## src/design/ao_periph_pkg.sv

```systemverilog
/*
 * Always-on peripheral subsystem shared definitions
 * Bus structs, address map, register offsets and power states
 */
`default_nettype none

package ao_periph_pkg;

  typedef struct packed {
    logic        req;
    logic        we;
    logic [3:0]  be;
    logic [31:0] addr;
    logic [31:0] wdata;
  } obi_req_t;

  typedef struct packed {
    logic        gnt;
    logic        rvalid;
    logic [31:0] rdata;
  } obi_resp_t;

  typedef struct packed {
    logic        valid;
    logic        write;
    logic [31:0] addr;
    logic [31:0] wdata;
    logic [3:0]  wstrb;
  } reg_req_t;

  typedef struct packed {
    logic        ready;
    logic [31:0] rdata;
  } reg_rsp_t;

  // Address map, bits 15:12 pick the peripheral
  localparam int unsigned NUM_PERIPH        = 4;
  localparam int unsigned PERIPH_SEL_W      = 2;
  localparam int unsigned SOC_CTRL_IDX      = 0;
  localparam int unsigned POWER_MANAGER_IDX = 1;
  localparam int unsigned TIMER_IDX         = 2;
  localparam int unsigned PAD_ATTRIBUTE_IDX = 3;
  localparam logic [31:0] AO_BASE           = 32'h2000_0000;

  localparam logic [11:0] SOC_EXIT_VALID_OFS  = 12'h000;
  localparam logic [11:0] SOC_EXIT_VALUE_OFS  = 12'h004;
  localparam logic [11:0] SOC_BOOT_STATUS_OFS = 12'h008;

  localparam logic [11:0] PM_CTRL_OFS   = 12'h000;
  localparam logic [11:0] PM_DELAY_OFS  = 12'h004;
  localparam logic [11:0] PM_STATUS_OFS = 12'h008;

  localparam logic [11:0] TMR_CTRL_OFS  = 12'h000;
  localparam logic [11:0] TMR_COUNT_OFS = 12'h004;
  localparam logic [11:0] TMR_CMP_OFS   = 12'h008;

  typedef enum logic [1:0] {
    ACTIVE      = 2'd0,
    RST_ASSERT  = 2'd1,
    OFF         = 2'd2,
    RST_RELEASE = 2'd3
  } pm_state_e;

  // Byte-wise merge of write data into a register
  function automatic logic [31:0] apply_wstrb(input logic [31:0] old_val,
                                              input logic [31:0] wdata,
                                              input logic [3:0]  wstrb);
    logic [31:0] res;
    res = old_val;
    for (int b = 0; b < 4; b++) begin
      if (wstrb[b]) begin
        res[8*b +: 8] = wdata[8*b +: 8];
      end
    end
    return res;
  endfunction

endpackage

`default_nettype wire
```

## src/design/ao_periph_subsystem.sv

```systemverilog
/*
 * Always-on peripheral subsystem top
 * OBI port, register bus demux, SoC control, power manager, timer and pad bank
 */
`default_nettype none

module ao_periph_subsystem #(
  parameter int unsigned NUM_PAD = 4
) (
  input  wire                       clk_i,
  input  wire                       arst_n_i,
  input  ao_periph_pkg::obi_req_t   slave_req_i,
  output ao_periph_pkg::obi_resp_t  slave_resp_o,
  input  wire                       boot_select_i,
  input  wire                       execute_from_flash_i,
  output logic                      exit_valid_o,
  output logic [31:0]               exit_value_o,
  input  wire                       core_sleep_i,
  output logic                      cpu_subsystem_powergate_switch_o,
  output logic                      cpu_subsystem_rst_no,
  output logic                      timer_irq_o,
  output logic [NUM_PAD-1:0][15:0]  pad_attributes_o
);

  ao_periph_pkg::reg_req_t periph_req;
  ao_periph_pkg::reg_rsp_t periph_rsp;
  ao_periph_pkg::reg_req_t [ao_periph_pkg::NUM_PERIPH-1:0] slv_req;
  ao_periph_pkg::reg_rsp_t [ao_periph_pkg::NUM_PERIPH-1:0] slv_rsp;

  obi_to_reg u_obi_to_reg (
    .clk_i,
    .arst_n_i,
    .slave_req_i,
    .slave_resp_o,
    .reg_req_o (periph_req),
    .reg_rsp_i (periph_rsp)
  );

  reg_demux u_reg_demux (
    .clk_i,
    .arst_n_i,
    .in_req_i  (periph_req),
    .in_rsp_o  (periph_rsp),
    .out_req_o (slv_req),
    .out_rsp_i (slv_rsp)
  );

  soc_ctrl u_soc_ctrl (
    .clk_i,
    .arst_n_i,
    .reg_req_i (slv_req[ao_periph_pkg::SOC_CTRL_IDX]),
    .reg_rsp_o (slv_rsp[ao_periph_pkg::SOC_CTRL_IDX]),
    .boot_select_i,
    .execute_from_flash_i,
    .exit_valid_o,
    .exit_value_o
  );

  // Timer irq doubles as the wake source
  power_manager u_power_manager (
    .clk_i,
    .arst_n_i,
    .reg_req_i   (slv_req[ao_periph_pkg::POWER_MANAGER_IDX]),
    .reg_rsp_o   (slv_rsp[ao_periph_pkg::POWER_MANAGER_IDX]),
    .timer_irq_i (timer_irq_o),
    .core_sleep_i,
    .cpu_subsystem_powergate_switch_o,
    .cpu_subsystem_rst_no
  );

  ao_timer u_ao_timer (
    .clk_i,
    .arst_n_i,
    .reg_req_i (slv_req[ao_periph_pkg::TIMER_IDX]),
    .reg_rsp_o (slv_rsp[ao_periph_pkg::TIMER_IDX]),
    .timer_irq_o
  );

  pad_attribute #(
    .NUM_PAD (NUM_PAD)
  ) u_pad_attribute (
    .clk_i,
    .arst_n_i,
    .reg_req_i (slv_req[ao_periph_pkg::PAD_ATTRIBUTE_IDX]),
    .reg_rsp_o (slv_rsp[ao_periph_pkg::PAD_ATTRIBUTE_IDX]),
    .pad_attributes_o
  );

endmodule

`default_nettype wire

```

## src/design/pad_attribute.sv

```systemverilog
/*
 * Pad attribute bank, one 16-bit register per pad
 */
`default_nettype none

module pad_attribute #(
  parameter int unsigned NUM_PAD = 4
) (
  input  wire                     clk_i,
  input  wire                     arst_n_i,
  input  ao_periph_pkg::reg_req_t reg_req_i,
  output ao_periph_pkg::reg_rsp_t reg_rsp_o,
  output logic [NUM_PAD-1:0][15:0] pad_attributes_o
);

  logic [9:0] idx;
  logic       in_range;

  // Word index, stride of 4 bytes
  assign idx      = reg_req_i.addr[11:2];
  assign in_range = (32'(idx) < NUM_PAD);

  always_ff @(posedge clk_i or negedge arst_n_i) begin
    if (!arst_n_i) begin
      pad_attributes_o <= '0;
    end else if (reg_req_i.valid && reg_req_i.write) begin
      for (int i = 0; i < NUM_PAD; i++) begin
        if (idx == 10'(i)) begin
          pad_attributes_o[i] <= 16'(ao_periph_pkg::apply_wstrb(
              {16'h0, pad_attributes_o[i]}, reg_req_i.wdata, {2'b00, reg_req_i.wstrb[1:0]}));
        end
      end
    end
  end

  assign reg_rsp_o.ready = reg_req_i.valid;
  assign reg_rsp_o.rdata = in_range ? {16'h0, pad_attributes_o[idx]} : 32'h0;

endmodule

`default_nettype wire

```

## src/design/ao_timer.sv

```systemverilog
/*
 * Always-on timer, prescaled 32-bit count with compare interrupt
 */
`default_nettype none

module ao_timer (
  input  wire                     clk_i,
  input  wire                     arst_n_i,
  input  ao_periph_pkg::reg_req_t reg_req_i,
  output ao_periph_pkg::reg_rsp_t reg_rsp_o,
  output logic                    timer_irq_o
);

  logic        en_q;
  logic [7:0]  prescale_q;
  logic [7:0]  pre_cnt_q;
  logic [31:0] count_q;
  logic [31:0] cmp_q;
  logic [11:0] ofs;
  logic        wr;

  assign ofs = reg_req_i.addr[11:0];
  assign wr  = reg_req_i.valid && reg_req_i.write;

  always_ff @(posedge clk_i or negedge arst_n_i) begin
    if (!arst_n_i) begin
      en_q        <= 1'b0;
      prescale_q  <= 8'h0;
      pre_cnt_q   <= 8'h0;
      count_q     <= 32'h0;
      cmp_q       <= 32'h0;
      timer_irq_o <= 1'b0;
    end else begin
      if (en_q) begin
        if (pre_cnt_q == prescale_q) begin
          pre_cnt_q <= 8'h0;
          count_q   <= count_q + 32'd1;
        end else begin
          pre_cnt_q <= pre_cnt_q + 8'd1;
        end
      end
      // Register writes take priority over counting
      if (wr && ofs == ao_periph_pkg::TMR_CTRL_OFS) begin
        if (reg_req_i.wstrb[0]) begin
          en_q <= reg_req_i.wdata[0];
        end
        if (reg_req_i.wstrb[1]) begin
          prescale_q <= reg_req_i.wdata[15:8];
        end
      end
      if (wr && ofs == ao_periph_pkg::TMR_COUNT_OFS) begin
        count_q   <= ao_periph_pkg::apply_wstrb(count_q, reg_req_i.wdata, reg_req_i.wstrb);
        pre_cnt_q <= 8'h0;
      end
      if (wr && ofs == ao_periph_pkg::TMR_CMP_OFS) begin
        cmp_q <= ao_periph_pkg::apply_wstrb(cmp_q, reg_req_i.wdata, reg_req_i.wstrb);
      end
      timer_irq_o <= en_q && (count_q >= cmp_q);
    end
  end

  assign reg_rsp_o.ready = reg_req_i.valid;

  always_comb begin
    case (ofs)
      ao_periph_pkg::TMR_CTRL_OFS:  reg_rsp_o.rdata = {16'h0, prescale_q, 7'h0, en_q};
      ao_periph_pkg::TMR_COUNT_OFS: reg_rsp_o.rdata = count_q;
      ao_periph_pkg::TMR_CMP_OFS:   reg_rsp_o.rdata = cmp_q;
      default:                      reg_rsp_o.rdata = 32'h0;
    endcase
  end

endmodule

`default_nettype wire

```

## src/design/power_manager.sv

```systemverilog
/*
 * Power manager for the CPU domain
 * Gates power and reset while the core sleeps, wakes it on the timer irq
 */
`default_nettype none

module power_manager (
  input  wire                     clk_i,
  input  wire                     arst_n_i,
  input  ao_periph_pkg::reg_req_t reg_req_i,
  output ao_periph_pkg::reg_rsp_t reg_rsp_o,
  input  wire                     timer_irq_i,
  input  wire                     core_sleep_i,
  output logic                    cpu_subsystem_powergate_switch_o,
  output logic                    cpu_subsystem_rst_no
);

  ao_periph_pkg::pm_state_e state_q;
  logic                     sleep_en_q;
  logic [7:0]               delay_q;
  logic [7:0]               cnt_q;
  logic [11:0]              ofs;
  logic                     wr;

  assign ofs = reg_req_i.addr[11:0];
  assign wr  = reg_req_i.valid && reg_req_i.write && reg_req_i.wstrb[0];

  always_ff @(posedge clk_i or negedge arst_n_i) begin
    if (!arst_n_i) begin
      sleep_en_q <= 1'b0;
      delay_q    <= 8'h0;
    end else if (wr) begin
      if (ofs == ao_periph_pkg::PM_CTRL_OFS) begin
        sleep_en_q <= reg_req_i.wdata[0];
      end
      if (ofs == ao_periph_pkg::PM_DELAY_OFS) begin
        delay_q <= reg_req_i.wdata[7:0];
      end
    end
  end

  always_ff @(posedge clk_i or negedge arst_n_i) begin
    if (!arst_n_i) begin
      state_q                          <= ao_periph_pkg::ACTIVE;
      cnt_q                            <= 8'h0;
      cpu_subsystem_powergate_switch_o <= 1'b1;
      cpu_subsystem_rst_no             <= 1'b1;
    end else begin
      case (state_q)
        ao_periph_pkg::ACTIVE: begin
          if (sleep_en_q && core_sleep_i) begin
            state_q              <= ao_periph_pkg::RST_ASSERT;
            cnt_q                <= 8'h0;
            cpu_subsystem_rst_no <= 1'b0;
          end
        end
        ao_periph_pkg::RST_ASSERT: begin
          if (cnt_q == delay_q) begin
            state_q                          <= ao_periph_pkg::OFF;
            cpu_subsystem_powergate_switch_o <= 1'b0;
          end else begin
            cnt_q <= cnt_q + 8'd1;
          end
        end
        ao_periph_pkg::OFF: begin
          if (timer_irq_i) begin
            state_q                          <= ao_periph_pkg::RST_RELEASE;
            cnt_q                            <= 8'h0;
            cpu_subsystem_powergate_switch_o <= 1'b1;
          end
        end
        default: begin
          // Let the supply settle before releasing reset
          if (cnt_q == delay_q) begin
            state_q              <= ao_periph_pkg::ACTIVE;
            cpu_subsystem_rst_no <= 1'b1;
          end else begin
            cnt_q <= cnt_q + 8'd1;
          end
        end
      endcase
    end
  end

  assign reg_rsp_o.ready = reg_req_i.valid;

  always_comb begin
    case (ofs)
      ao_periph_pkg::PM_CTRL_OFS:   reg_rsp_o.rdata = {31'h0, sleep_en_q};
      ao_periph_pkg::PM_DELAY_OFS:  reg_rsp_o.rdata = {24'h0, delay_q};
      ao_periph_pkg::PM_STATUS_OFS: reg_rsp_o.rdata = {30'h0, state_q};
      default:                      reg_rsp_o.rdata = 32'h0;
    endcase
  end

endmodule

`default_nettype wire

```

## src/design/soc_ctrl.sv

```systemverilog
/*
 * SoC control registers, boot straps and the end-of-run exit flag and value
 */
`default_nettype none

module soc_ctrl (
  input  wire                     clk_i,
  input  wire                     arst_n_i,
  input  ao_periph_pkg::reg_req_t reg_req_i,
  output ao_periph_pkg::reg_rsp_t reg_rsp_o,
  input  wire                     boot_select_i,
  input  wire                     execute_from_flash_i,
  output logic                    exit_valid_o,
  output logic [31:0]             exit_value_o
);

  logic [11:0] ofs;
  logic        wr;

  assign ofs = reg_req_i.addr[11:0];
  assign wr  = reg_req_i.valid && reg_req_i.write;

  always_ff @(posedge clk_i or negedge arst_n_i) begin
    if (!arst_n_i) begin
      exit_valid_o <= 1'b0;
      exit_value_o <= 32'h0;
    end else if (wr) begin
      if (ofs == ao_periph_pkg::SOC_EXIT_VALID_OFS && reg_req_i.wstrb[0]) begin
        exit_valid_o <= reg_req_i.wdata[0];
      end
      if (ofs == ao_periph_pkg::SOC_EXIT_VALUE_OFS) begin
        exit_value_o <= ao_periph_pkg::apply_wstrb(exit_value_o, reg_req_i.wdata,
                                                   reg_req_i.wstrb);
      end
    end
  end

  assign reg_rsp_o.ready = reg_req_i.valid;

  always_comb begin
    case (ofs)
      ao_periph_pkg::SOC_EXIT_VALID_OFS:  reg_rsp_o.rdata = {31'h0, exit_valid_o};
      ao_periph_pkg::SOC_EXIT_VALUE_OFS:  reg_rsp_o.rdata = exit_value_o;
      ao_periph_pkg::SOC_BOOT_STATUS_OFS:
        reg_rsp_o.rdata = {30'h0, execute_from_flash_i, boot_select_i};
      default:                            reg_rsp_o.rdata = 32'h0;
    endcase
  end

endmodule

`default_nettype wire

```

## src/design/reg_demux.sv

```systemverilog
/*
 * Register bus demux with address decoding
 * Unmapped accesses are answered here with zero data
 */
`default_nettype none

module reg_demux (
  input  wire                     clk_i,
  input  wire                     arst_n_i,
  input  ao_periph_pkg::reg_req_t in_req_i,
  output ao_periph_pkg::reg_rsp_t in_rsp_o,
  output ao_periph_pkg::reg_req_t [ao_periph_pkg::NUM_PERIPH-1:0] out_req_o,
  input  ao_periph_pkg::reg_rsp_t [ao_periph_pkg::NUM_PERIPH-1:0] out_rsp_i
);

  typedef struct packed {
    logic                                 active;
    logic                                 mapped;
    logic [ao_periph_pkg::PERIPH_SEL_W-1:0] sel;
  } route_t;

  route_t route_d;
  route_t route_q;
  route_t route;

  always_comb begin
    route_d.active = 1'b0;
    route_d.mapped = (in_req_i.addr[31:16] == ao_periph_pkg::AO_BASE[31:16]) &&
                     (in_req_i.addr[15:12] < 4'(ao_periph_pkg::NUM_PERIPH));
    route_d.sel    = in_req_i.addr[12 +: ao_periph_pkg::PERIPH_SEL_W];
  end

  // Held route wins once a stalled transfer has started
  assign route = route_q.active ? route_q : route_d;

  always_ff @(posedge clk_i or negedge arst_n_i) begin
    if (!arst_n_i) begin
      route_q <= '0;
    end else if (in_req_i.valid && !in_rsp_o.ready && !route_q.active) begin
      route_q        <= route_d;
      route_q.active <= 1'b1;
    end else if (in_req_i.valid && in_rsp_o.ready) begin
      route_q.active <= 1'b0;
    end
  end

  always_comb begin
    for (int i = 0; i < ao_periph_pkg::NUM_PERIPH; i++) begin
      out_req_o[i]       = in_req_i;
      out_req_o[i].valid = in_req_i.valid && route.mapped &&
                           (route.sel == ao_periph_pkg::PERIPH_SEL_W'(i));
    end
  end

  always_comb begin
    if (route.mapped) begin
      in_rsp_o = out_rsp_i[route.sel];
    end else begin
      in_rsp_o.ready = in_req_i.valid;
      in_rsp_o.rdata = 32'h0;
    end
  end

endmodule

`default_nettype wire

```

## src/design/obi_to_reg.sv

```systemverilog
/*
 * OBI slave to register bus bridge, one transfer in flight
 */
`default_nettype none

module obi_to_reg (
  input  wire                       clk_i,
  input  wire                       arst_n_i,
  input  ao_periph_pkg::obi_req_t   slave_req_i,
  output ao_periph_pkg::obi_resp_t  slave_resp_o,
  output ao_periph_pkg::reg_req_t   reg_req_o,
  input  ao_periph_pkg::reg_rsp_t   reg_rsp_i
);

  typedef enum logic {IDLE, BUSY} state_e;

  state_e                  state_q;
  logic                    rvalid_q;
  logic [31:0]             rdata_q;
  ao_periph_pkg::reg_req_t req_q;
  logic                    gnt;
  logic                    done;

  // No grant while the response of the last transfer is on the port
  assign gnt  = (state_q == IDLE) && slave_req_i.req && !rvalid_q;
  assign done = (state_q == BUSY) && reg_rsp_i.ready;

  always_ff @(posedge clk_i or negedge arst_n_i) begin
    if (!arst_n_i) begin
      state_q  <= IDLE;
      rvalid_q <= 1'b0;
    end else begin
      rvalid_q <= done;
      if (gnt) begin
        state_q <= BUSY;
      end else if (done) begin
        state_q <= IDLE;
      end
    end
  end

  always_ff @(posedge clk_i) begin
    if (gnt) begin
      req_q.valid <= slave_req_i.req;
      req_q.write <= slave_req_i.we;
      req_q.addr  <= slave_req_i.addr;
      req_q.wdata <= slave_req_i.wdata;
      req_q.wstrb <= slave_req_i.be;
    end
    if (done) begin
      rdata_q <= req_q.write ? 32'h0 : reg_rsp_i.rdata;
    end
  end

  always_comb begin
    reg_req_o       = req_q;
    reg_req_o.valid = (state_q == BUSY);
  end

  assign slave_resp_o.gnt    = gnt;
  assign slave_resp_o.rvalid = rvalid_q;
  assign slave_resp_o.rdata  = rdata_q;

endmodule

`default_nettype wire

```

## config.mk

```make
export PLATFORM = sky130hd
export DESIGN_NAME = ao_periph_subsystem
export DESIGN_NICKNAME = d
export VERILOG_FILES = /design/src/design/ao_periph_pkg.sv /design/src/design/ao_periph_subsystem.sv /design/src/design/pad_attribute.sv /design/src/design/ao_timer.sv /design/src/design/power_manager.sv /design/src/design/soc_ctrl.sv /design/src/design/reg_demux.sv /design/src/design/obi_to_reg.sv
export SDC_FILE = /design/constraint.sdc
export NUM_CORES = 1
export LEC_CHECK = 0
export BUFFER_PORTS_ARGS = -buffer_cell sky130_fd_sc_hd__buf_2
export CAP_MARGIN = 20
export CORE_ASPECT_RATIO = 1.2
export CORE_UTILIZATION = 44
export DETAILED_ROUTE_END_ITERATION = 16
export GPL_TIMING_DRIVEN = 0
export PLACE_DENSITY = 0.73
export SETUP_SLACK_MARGIN = 0.5
export SLEW_MARGIN = 20
export SYNTH_ARGS = -nofsm -noshare
export SYNTH_HDL_FRONTEND = slang
export SYNTH_SLANG_ARGS = --single-unit
export TNS_END_PERCENT = 5
```

## constraint.sdc

```tcl
create_clock -name clk_i -period 7.78 [get_ports clk_i]
set_input_delay 0.389 -clock clk_i [delete_from_list [all_inputs] [get_ports clk_i]]
set_output_delay 0.389 -clock clk_i [all_outputs]
set_load 0.01 [all_outputs]
```

## Yosys cells after proc, flatten, opt, wreduce, memory -nomap -nowiden

Cells that the tools add are included.

- Input bits: 75
- Logic and storage cells: 178
- Flip-flop bits (word level): 307
- Output and inout bits: 134

- Equal/unequal tests: 21
- Reduce and logical (&&, ||, !) cells: 67
- Add/sub/neg operators: 3
- Bitwise gates (word level): 3
- Mux-type cells: 38
- $lt $le $gt $ge: 5

Operators with widths:

| kind | number |
|---|---|
| $pmux 32 s3 | 2 |
| $mux 32 | 3 |
| $mux 8 | 10 |
| $bmux 33 s2 | 1 |
| $mux 33 | 2 |
| $reduce_and 3->1 | 19 |
| $add 32x1->32 const B | 1 |
| $bmux 16 s2 | 1 |
| $ge 32x32->1 | 1 |
| $mux 16 | 2 |
| $pmux 8 s3 | 1 |
| $logic_and 1x1->1 | 22 |
| $eq 10x2->1 const B | 2 |
| $lt 10x3->1 const B | 2 |
| $reduce_and 2->1 | 9 |
| $add 8x1->8 const B | 2 |
| $eq 16x14->1 const B | 1 |
| $eq 8x8->1 | 2 |
| $pmux 8 s2 | 1 |
| $eq 12x3->1 const B | 1 |
| $eq 12x4->1 const B | 1 |
| $logic_not 12->1 | 1 |
| $reduce_bool 2->1 | 6 |
| $eq 10x1->1 const B | 1 |
| 19 further kinds | 43 |

## Logic depth before layout (Yosys ltp)

Gate-level depths: netlist of the first run.

- Depth in word-level cells: 12
- Mapped depth: 10
- Mapped depth without buffers: 8

## Cells and area by module

A second synthesis of the first run with hierarchy kept.

- Cell total of the unflattened synthesis: 1640
- Area, all modules: 18517.8 um2

Modules (own cells, without submodules):

| module | instances | cells each | seq. area each (um2) | area each (um2) |
|---|---|---|---|---|
| ao_timer | 1 | 581 | 2052.0 | 5406.4 |
| pad_attribute | 1 | 204 | 1601.5 | 3423.3 |
| obi_to_reg | 1 | 145 | 3083.0 | 3358.2 |
| reg_demux | 1 | 434 | 100.1 | 3213.1 |
| soc_ctrl | 1 | 126 | 825.8 | 1632.8 |
| power_manager | 1 | 150 | 528.0 | 1483.9 |

## Worst setup path after synthesis of the first run

No wires, ideal clock.

- Path type: reg2out
- Start: reg u_obi_to_reg.state_q
- End: out slave_resp_o[33] (netlist name)
- Path slack: 1.251 ns
- Arrival: 6.140 ns
- Stages on the path, launching flop included: 3
- Data required time: 7.391 ns
- Cells stage by stage: dfrtp_1 nor3b_1 buf_4

- Cells in the longest elaborated chain, start to end: 3

RTL lines:

| what | RTL line | source |
|---|---|---|
| start: declaration | obi_to_reg.sv:17 | `state_e state_q;` |
| start signal: assignment | obi_to_reg.sv:30 | `state_q <= IDLE;` |
| start signal: assignment | obi_to_reg.sv:35 | `state_q <= BUSY;` |
| start signal: assignment | obi_to_reg.sv:37 | `state_q <= IDLE;` |
| $not 1->1 | obi_to_reg.sv:25 | `assign gnt = (state_q == IDLE) && slave_req_i.req && !rvalid_q;` |
| $logic_and 1x1->1 (2 in series) | obi_to_reg.sv:25 |  |
| end: declaration | ao_periph_subsystem.sv:13 | `output ao_periph_pkg::obi_resp_t slave_resp_o,` |

No other way between the ends.

## Worst setup path after layout of the first run

- Start: reg u_ao_timer.count_q[1]
- End: reg u_ao_timer.count_q[14]

- Cells in the longest elaborated chain, start to end: 4

RTL lines:

| what | RTL line | source |
|---|---|---|
| start: declaration | ao_timer.sv:17 | `logic [31:0] count_q;` |
| start signal: assignment | ao_timer.sv:37 | `count_q <= count_q + 32'd1;` |
| start signal: assignment | ao_timer.sv:52 | `count_q <= ao_periph_pkg::apply_wstrb(count_q, reg_req_i.wdata, reg_req_i.wstrb);` |
| $add 32x1->32 | ao_timer.sv:37 |  |
| $mux 32 | ao_timer.sv:35 | `if (pre_cnt_q == prescale_q) begin` |
| $mux 32 | ao_timer.sv:34 | `if (en_q) begin` |
| $mux 32 | ao_timer.sv:51 | `if (wr && ofs == ao_periph_pkg::TMR_COUNT_OFS) begin` |

No other way between the ends. The select of a mux whose other input is x is not followed.
A chain may end at the register's enable or synchronous reset.

==> results of run 1 <==
==> registers in the layout, summed over array words and instances, names as in the netlist <==
| signal | flops |
|---|---|
| u_obi_to_reg.rvalid_q | 1 |
| u_obi_to_reg.state_q | 1 |
| u_power_manager.cnt_q | 8 |
| u_pad_attribute.pad_attributes_o | 64 |
| u_ao_timer.prescale_q | 8 |
| u_ao_timer.timer_irq_o | 1 |
| u_soc_ctrl.exit_valid_o | 1 |
| u_power_manager.delay_q | 8 |
| u_power_manager.cpu_subsystem_rst_no | 1 |
| u_ao_timer.cmp_q | 32 |
| u_soc_ctrl.exit_value_o | 32 |
| u_power_manager.cpu_subsystem_powergate_switch_o | 1 |
| u_obi_to_reg.rdata_q | 32 |
| u_reg_demux.route_q | 4 |
| u_power_manager.state_q | 2 |
| u_power_manager.sleep_en_q | 1 |
| u_ao_timer.pre_cnt_q | 8 |
| u_obi_to_reg.reg_req_o | 69 |
| u_ao_timer.en_q | 1 |
| u_ao_timer.count_q | 32 |
==> report_power, final <==
part	internal [mW]	switching, mW
clock network	0.916	0.673
logic	0.0463	0.0939
registers	1.72	0.0331
total	2.68	0.800
==> placed cells by master (no fill, tap or decap), drive strengths merged, types with 5 or more instances in the layout <==
cell,count
a32oi,5
a221oi,9
and4,5
dfrtp,204
o21ai,21
mux2i,7
nand3,31
mux2,155
a21o,11
mux4,16
nor2b,7
nor3,13
nor4,18
edfxtp,101
xor2,20
nand2,77
nand4,29
buf,243
a22o,25
a211oi,5
ha,38
a22oi,33
clkbuf,71
inv,47
o221a,10
nor2,79
nand2b,7
and3,19
a31oi,6
clkinv,14
and2,6
a21oi,52
or4,7
==> per-layer routing <==
metal | track usage (%) | vias up
li1 | - | 5005
met1 | 29.4 | 5472
met2 | 39.8 | 457
met3 | 5.17 | 110
met4 | 10.6 | 0
met5 | 0 | -
==> critical path, stage by stage (launching register included) <==
cell and delay, ns:
dfrtp_1 0.44, ha_1 0.23, nand3_1 0.22, nor2_1 0.51
nand4_1 0.35, a31oi_1 0.78, a311oi_1 0.23, a211oi_1 0.24
==> layout make-up <==
type                       instances  share of cell area, %
timing repair buffer             220                   6.74
inverter                          44                  0.928
buffer                            54                   1.46
sequential                       307                   46.0
tap                              450                   3.16
clock buffer                      41                   5.15
multi-input combinational        779                   35.5
clock inverter                    21                   1.01
==> kinds of logic (layout without fill, tap and decap cells) <==
group           after synthesis  in the layout  share of synthesized area (%)
compound gates              221            221                           10.9
simple gates                318            318                           12.3
mux                         178            178                           14.6
fa+ha+maj                    38             38                           3.18
flops                       307            307                           54.8
buf+inv                      98            380                           2.84
xor+xnor                     24             24                           1.41
==> worst paths after layout <==
| kind | startpoint | to | slack (ns) | depth (start not counted) |
|---|---|---|---|---|
| worst max-delay path | u_ao_timer.count_q[1] | u_ao_timer.count_q[14] | 4.69 | 7 |
| worst min-delay path | slave_req_i[41] | u_obi_to_reg.reg_req_o[45] | 0.02 | 1 |
| worst max register to register | u_ao_timer.count_q[1] | u_ao_timer.count_q[14] | 4.69 | 7 |
| worst min register to register | u_power_manager.cpu_subsystem_powergate_switch_o | u_power_manager.cpu_subsystem_powergate_switch_o | 0.48 | 2 |
| max in group asynchronous | arst_n_i | u_soc_ctrl.exit_value_o[11] | 6.68 | 3 |
| min in group asynchronous | arst_n_i | u_soc_ctrl.exit_value_o[29] | 0.34 | 2 |
==> what timing repair did <==
action | 4_1_cts | 5_1_grt
setup endpoints to repair | 0 | 0
hold buffers | 1 | 0
endpoints found under the hold margin | 34 | 0
==> stage by stage <==
stage	TNS [ns]	std cells	utilization, %	worst slack, ns	area (um2)
2_1_floorplan	0	1184	-	1.25	14900
3_3_place_gp	-107.08	1842	49.7	-2.09	16500
3_5_place_dp	0	1853	50.2	4.88	16700
4_1_cts	0	1916	53.5	4.70	17800
5_1_grt	0	1916	53.5	4.54	17800
6_report	0	1916	53.5	4.69	17800
==> metrics.txt, run 1 <==
status finished clean; RePlAce Congestion 0.929; Yosys top cell by area dfrtp_1; initial DRC count 724; most frequent cells after synthesis dfrtp_1 (204), mux2_2 (133), edfxtp_1 (101); Fin. Hold Viols 0; Seq/Total Area, Yosys 54.8%; Via Count 11044; post-synth top area share 34.2%; hold crit path type in -> reg; DIE WIDTH 170 um; setup repair bufs after CTS 0; Root Driver clkbuf_16; total power 3.48 mW; maximum number of pins on one net before global-route repair 87; Worst Tran Pin Value 1.01 ns; global-route usage over all layers 23.8%; DRC errors left 0; startpoint type of the worst setup path flip-flop; met2 wire len 19.8 mm; Sequential cell area 0.00819 mm2; Post-CTS Resized 0; Clock Path Buffers 3; CTS tree done; Filler cells 2846; Synth area leaders dfrtp_1 (34%), edfxtp_1 (20%), mux2_2 (10%); syn_nets 1297; RSZ-0062 raised after global routing no; core area 0.0332 mm2; most frequent cell after synthesis dfrtp_1; number of inserted diodes 0; Buffers on Ports 208; kind of critical path reg -> reg; maxcap violations 0; main flop type after synthesis dfrtp_1; Relative slew margins 32.3%; DR WL met3 2.87 mm; Final Critical Period 3.09 ns; initial antenna violation count 1; Yosys reg bits 307; pwr dens 195 mW/mm2; first-pass GRT wire length 63.1 mm; drt wl/cell 21.1 um; Sink Count 307; Top Ports 209; H-tree levels 2; post-route clock period utilization 39.7%; M1 WL 16.1 mm; Fin Clk Skew 0.0215 ns; Distinct cells, synth 84; DRT Pass-1 Iters 6; Routed WL 40.5 mm; Hold WS 0.0248 ns; maximum VDD drop 0.000183 V; share of cells above drive strength 1 33.5%; Mapped Area 0.0149 mm2; DP HPWL 29.9 mm; Layout area overhead 19.2%; Die H 204 um; vias per std cell 5.76; syn_area_per_cell 12.6 um2; Yosys warnings 0; Clock transition at path regs 0.06 ns; Inserted Clock Buffers 34; WP data arrival 3.53 ns; grt ovf 0; Setup Viol. Count Final 0; count of final max-slew check failures 0; Starting Density 44.9%; remaining antenna violation count after routing 0; Worst-Skew Late Latency 0.54 ns; Leak 8.20 nW; number of global-route vias before repair 11179; FMAX 324 MHz; WP data required 8.22 ns; Post-synth EDFFs 101; CP Capture Type flip-flop; crit path max fanout 7; top sig layer met4; # nets final 1553; Syn Inst Count 1184; Cell Rows 73; Die Footprint 0.0347 mm2; Async SR Flop Fraction 67.1%; area taken by multi-input logic gates 0.00632 mm2
Power figures use the tool's default switching activity.
==> run 2, diff against run 1 <==
--- a/config.mk
+++ b/config.mk
@@ -11,7 +11,7 @@
 export CORE_UTILIZATION = 44
 export DETAILED_ROUTE_END_ITERATION = 16
 export GPL_TIMING_DRIVEN = 0
-export PLACE_DENSITY = 0.73
+export PLACE_DENSITY = 0.75
 export SETUP_SLACK_MARGIN = 0.5
 export SLEW_MARGIN = 20
 export SYNTH_ARGS = -nofsm -noshare
==> constraint.sdc (replaced) <==
create_clock -name clk_i -period 2.8 [get_ports clk_i]
set_input_delay 0.14 -clock clk_i [delete_from_list [all_inputs] [get_ports clk_i]]
set_output_delay 0.14 -clock clk_i [all_outputs]
set_load 0.01 [all_outputs]
==> run 2 against run 1 <==
Effect of this change: non-clock buffer count rose by 116; fmax up 18%; critical endpoint is now u_ao_timer.cmp_q[25]; clock skew decreased by 0.00086 ns; global-route usage grew 1.8 points; core utilization is 4.9 points higher; final cell count increased by 6.1%; highest routed layer unchanged; critical path depth up 1; first-iteration DRC count up 34%; hold slack got worse by 0.00075 ns; clock power rose to 2.7 times the previous value.
==> metrics.txt, run 2 (synthesis results as in run 1) <==
pwr dens 498 mW/mm2 (+150%); most frequent cells in the layout buf_2 (214), dfrtp_1 (204), mux2_2 (133), edfxtp_1 (101); share of cells above drive strength 1 37.1% (+3.6 points); maxcap violations 0 (unchanged); Fin. Hold Viols 0 (unchanged); WP data arrival 3.02 ns (-0.51 ns); Clock Path Buffers 3 (unchanged); CP Capture Type flip-flop; clock power share 44.5% (-1.2 points); Sw Pwr 2.23 mW (+180%); r2r startpoint u_obi_to_reg.reg_req_o[41]; H-tree levels 2 (unchanged); Logic pwr share 5.2% (+1.2 points); Worst Tran Pin Value 0.817 ns (-0.190 ns); Seq pwr share 50.3% (about the same); RSZ-0062 raised after global routing yes; global-route usage over all layers 25.6% (+1.8 points); Final Critical Period 2.61 ns (-0.479 ns); first-pass GRT wire length 67.7 mm (+7.4%); crit path to u_ao_timer.cmp_q[25]; Layout area overhead 30.1%; P_int 7.45 mW (+180%); R2R Setup Slk 0.19 ns (-4.50 ns); Hold WS 0.0240 ns (-0.000749 ns); Relative slew margins 45.4% (+13 points); Leak 9.02 nW (+9.9%); CTS tree done; grt ovf 0 (unchanged); DRC errors left 0 (unchanged); commonest non-fill, non-tap cell in the layout buf_2; initial DRC count 973 (+34%); worst-path cell chain or4_4, buf_8, nor4b_4, buf_4, nor2b_4, buf_6, nand4_4, mux2_4; startpoint type of the worst setup path flip-flop; Setup WS post-layout 0.190 ns (-4.50 ns); post-route clock period utilization 93.2% (+54 points); Clock transition at path regs 0.06 ns (about the same); Root Driver clkbuf_16; Critical R2R Capture u_ao_timer.cmp_q[25]; maximum number of pins on one net before global-route repair 100 (+15%); remaining antenna violation count after routing 0 (unchanged); Fin Setup TNS 0 ns (unchanged); kind of critical path reg -> reg; number of global-route vias before repair 12106 (+8.3%); slowest cell on the critical path or4_4; Sink Count 307 (unchanged); CP startpoint u_obi_to_reg.reg_req_o[41]; Sw Ratio 23.0% (+0.029 points); Setup Viol. Count Final 0 (unchanged); WP data required 3.21 ns (-5.01 ns); status finished clean; FMAX 383 MHz (+18%); post-layout util 58.4% (+4.9 points); DRT Pass-1 Iters 5 (-1); Buffers on Ports 208 (unchanged); RePlAce Congestion 0.928 (about the same); # nets final 1669 (+7.5%); initial antenna violation count 0 (-1); reg2reg path depth 8 (+1); Routed WL 43.8 mm (+8.3%); drt wl/cell 21.6 um (+2.1%); total power 9.68 mW (+180%); Die H 204 um (unchanged); Crit path largest cell delay 0.55 ns (-0.23 ns); DIE WIDTH 170 um (unchanged); Starting Density 44.9% (unchanged); Via Count 11828 (+7.1%); Cell Rows 73 (unchanged); vias per std cell 5.82 (+0.98%); number of flip-flops under the largest register name 69 (unchanged); crit path max fanout 8 (+1); Fin Clk Skew 0.0207 ns (-0.000857 ns); pre-CTS setup slack -0.125 ns (-5.00 ns); Inserted Clock Buffers 34 (unchanged); count of final max-slew check failures 0 (unchanged); hold crit path type in -> async; DP HPWL 30.0 mm (+0.32%); Die Footprint 0.0347 mm2 (unchanged); Worst-Skew Late Latency 0.53 ns (about the same); number of inserted diodes 0 (unchanged); Top Ports 209 (unchanged); core area 0.0332 mm2 (unchanged); maximum VDD drop 0.000440 V (+140%)
==> run 2: layout make-up <==
| type | instances | area, um2 |
|---|---|---|
| Fill cell | 2632 | 13800 |
| Sequential cell | 307 | 8190 |
| Multi-Input combinational cell | 779 | 6650 |
| Timing Repair Buffer | 336 | 2370 |
| Clock buffer | 45 | 902 |
| Tap cell | 450 | 563 |
| Buffer | 54 | 440 |
| Inverter | 44 | 165 |
| Clock inverter | 17 | 149 |
==> run 2: worst max-delay path: cells and delay by family (launching register included) <==
family / cells / cell delay [ns]
buffers and inverters: 3 / 0.47
DFF: 1 / 0.43
muxes: 1 / 0.39
and+or+nand+nor: 4 / 1.20
==> run 2: power by group through the flow <==
stage	clock, mW	combinational (mW)	sequential [mW]
global placement	0	0.354	4.95
global route	4.57	0.544	4.87
finish	4.30	0.507	4.87
detailed placement	0	0.399	4.94
CTS	4.36	0.497	4.86
floorplan	0	0.141	4.92
==> run 2: worst min path at each step <==
stage	end	from	slack, ns	cells past startpoint
CTS	u_soc_ctrl.exit_value_o[26]	arst_n_i	0.01	2
global route	u_ao_timer.cmp_q[29]	arst_n_i	0.03	2
floorplan	u_ao_timer.cmp_q[0]	arst_n_i	-0.16	0
finish	u_ao_timer.cmp_q[29]	arst_n_i	0.02	2
global placement	u_obi_to_reg.reg_req_o[59]	slave_req_i[55]	0.32	1
detailed placement	u_soc_ctrl.exit_value_o[26]	arst_n_i	-0.02	1
==> run 2: repair_timing <==
| item | CTS | global route |
|---|---|---|
| pin swaps | 17 | 13 |
| gates cloned | 2 | 0 |
| hold buffers | 72 | 0 |
| resized for setup | 113 | 15 |
| setup endpoints to repair | 221 | 222 |
| endpoints found under the hold margin | 275 | 0 |
| setup buffers | 35 | 11 |
==> run 2: layer usage <==
metal | part of all wire, % | track usage, %
met1 | 38 | 30.8
met2 | 50 | 43.7
met3 | 7.3 | 5.27
met4 | 4.6 | 12.0
met5 | 0 | 0
==> run 2: through the flow <==
| step | cells | area, um2 |
|---|---|---|
| CTS | 2021 | 19300 |
| global route | 2032 | 19400 |
| global placement | 1842 | 16500 |
| floorplan | 1184 | 14900 |
| detailed placement | 1850 | 16700 |
| finish | 2032 | 19400 |
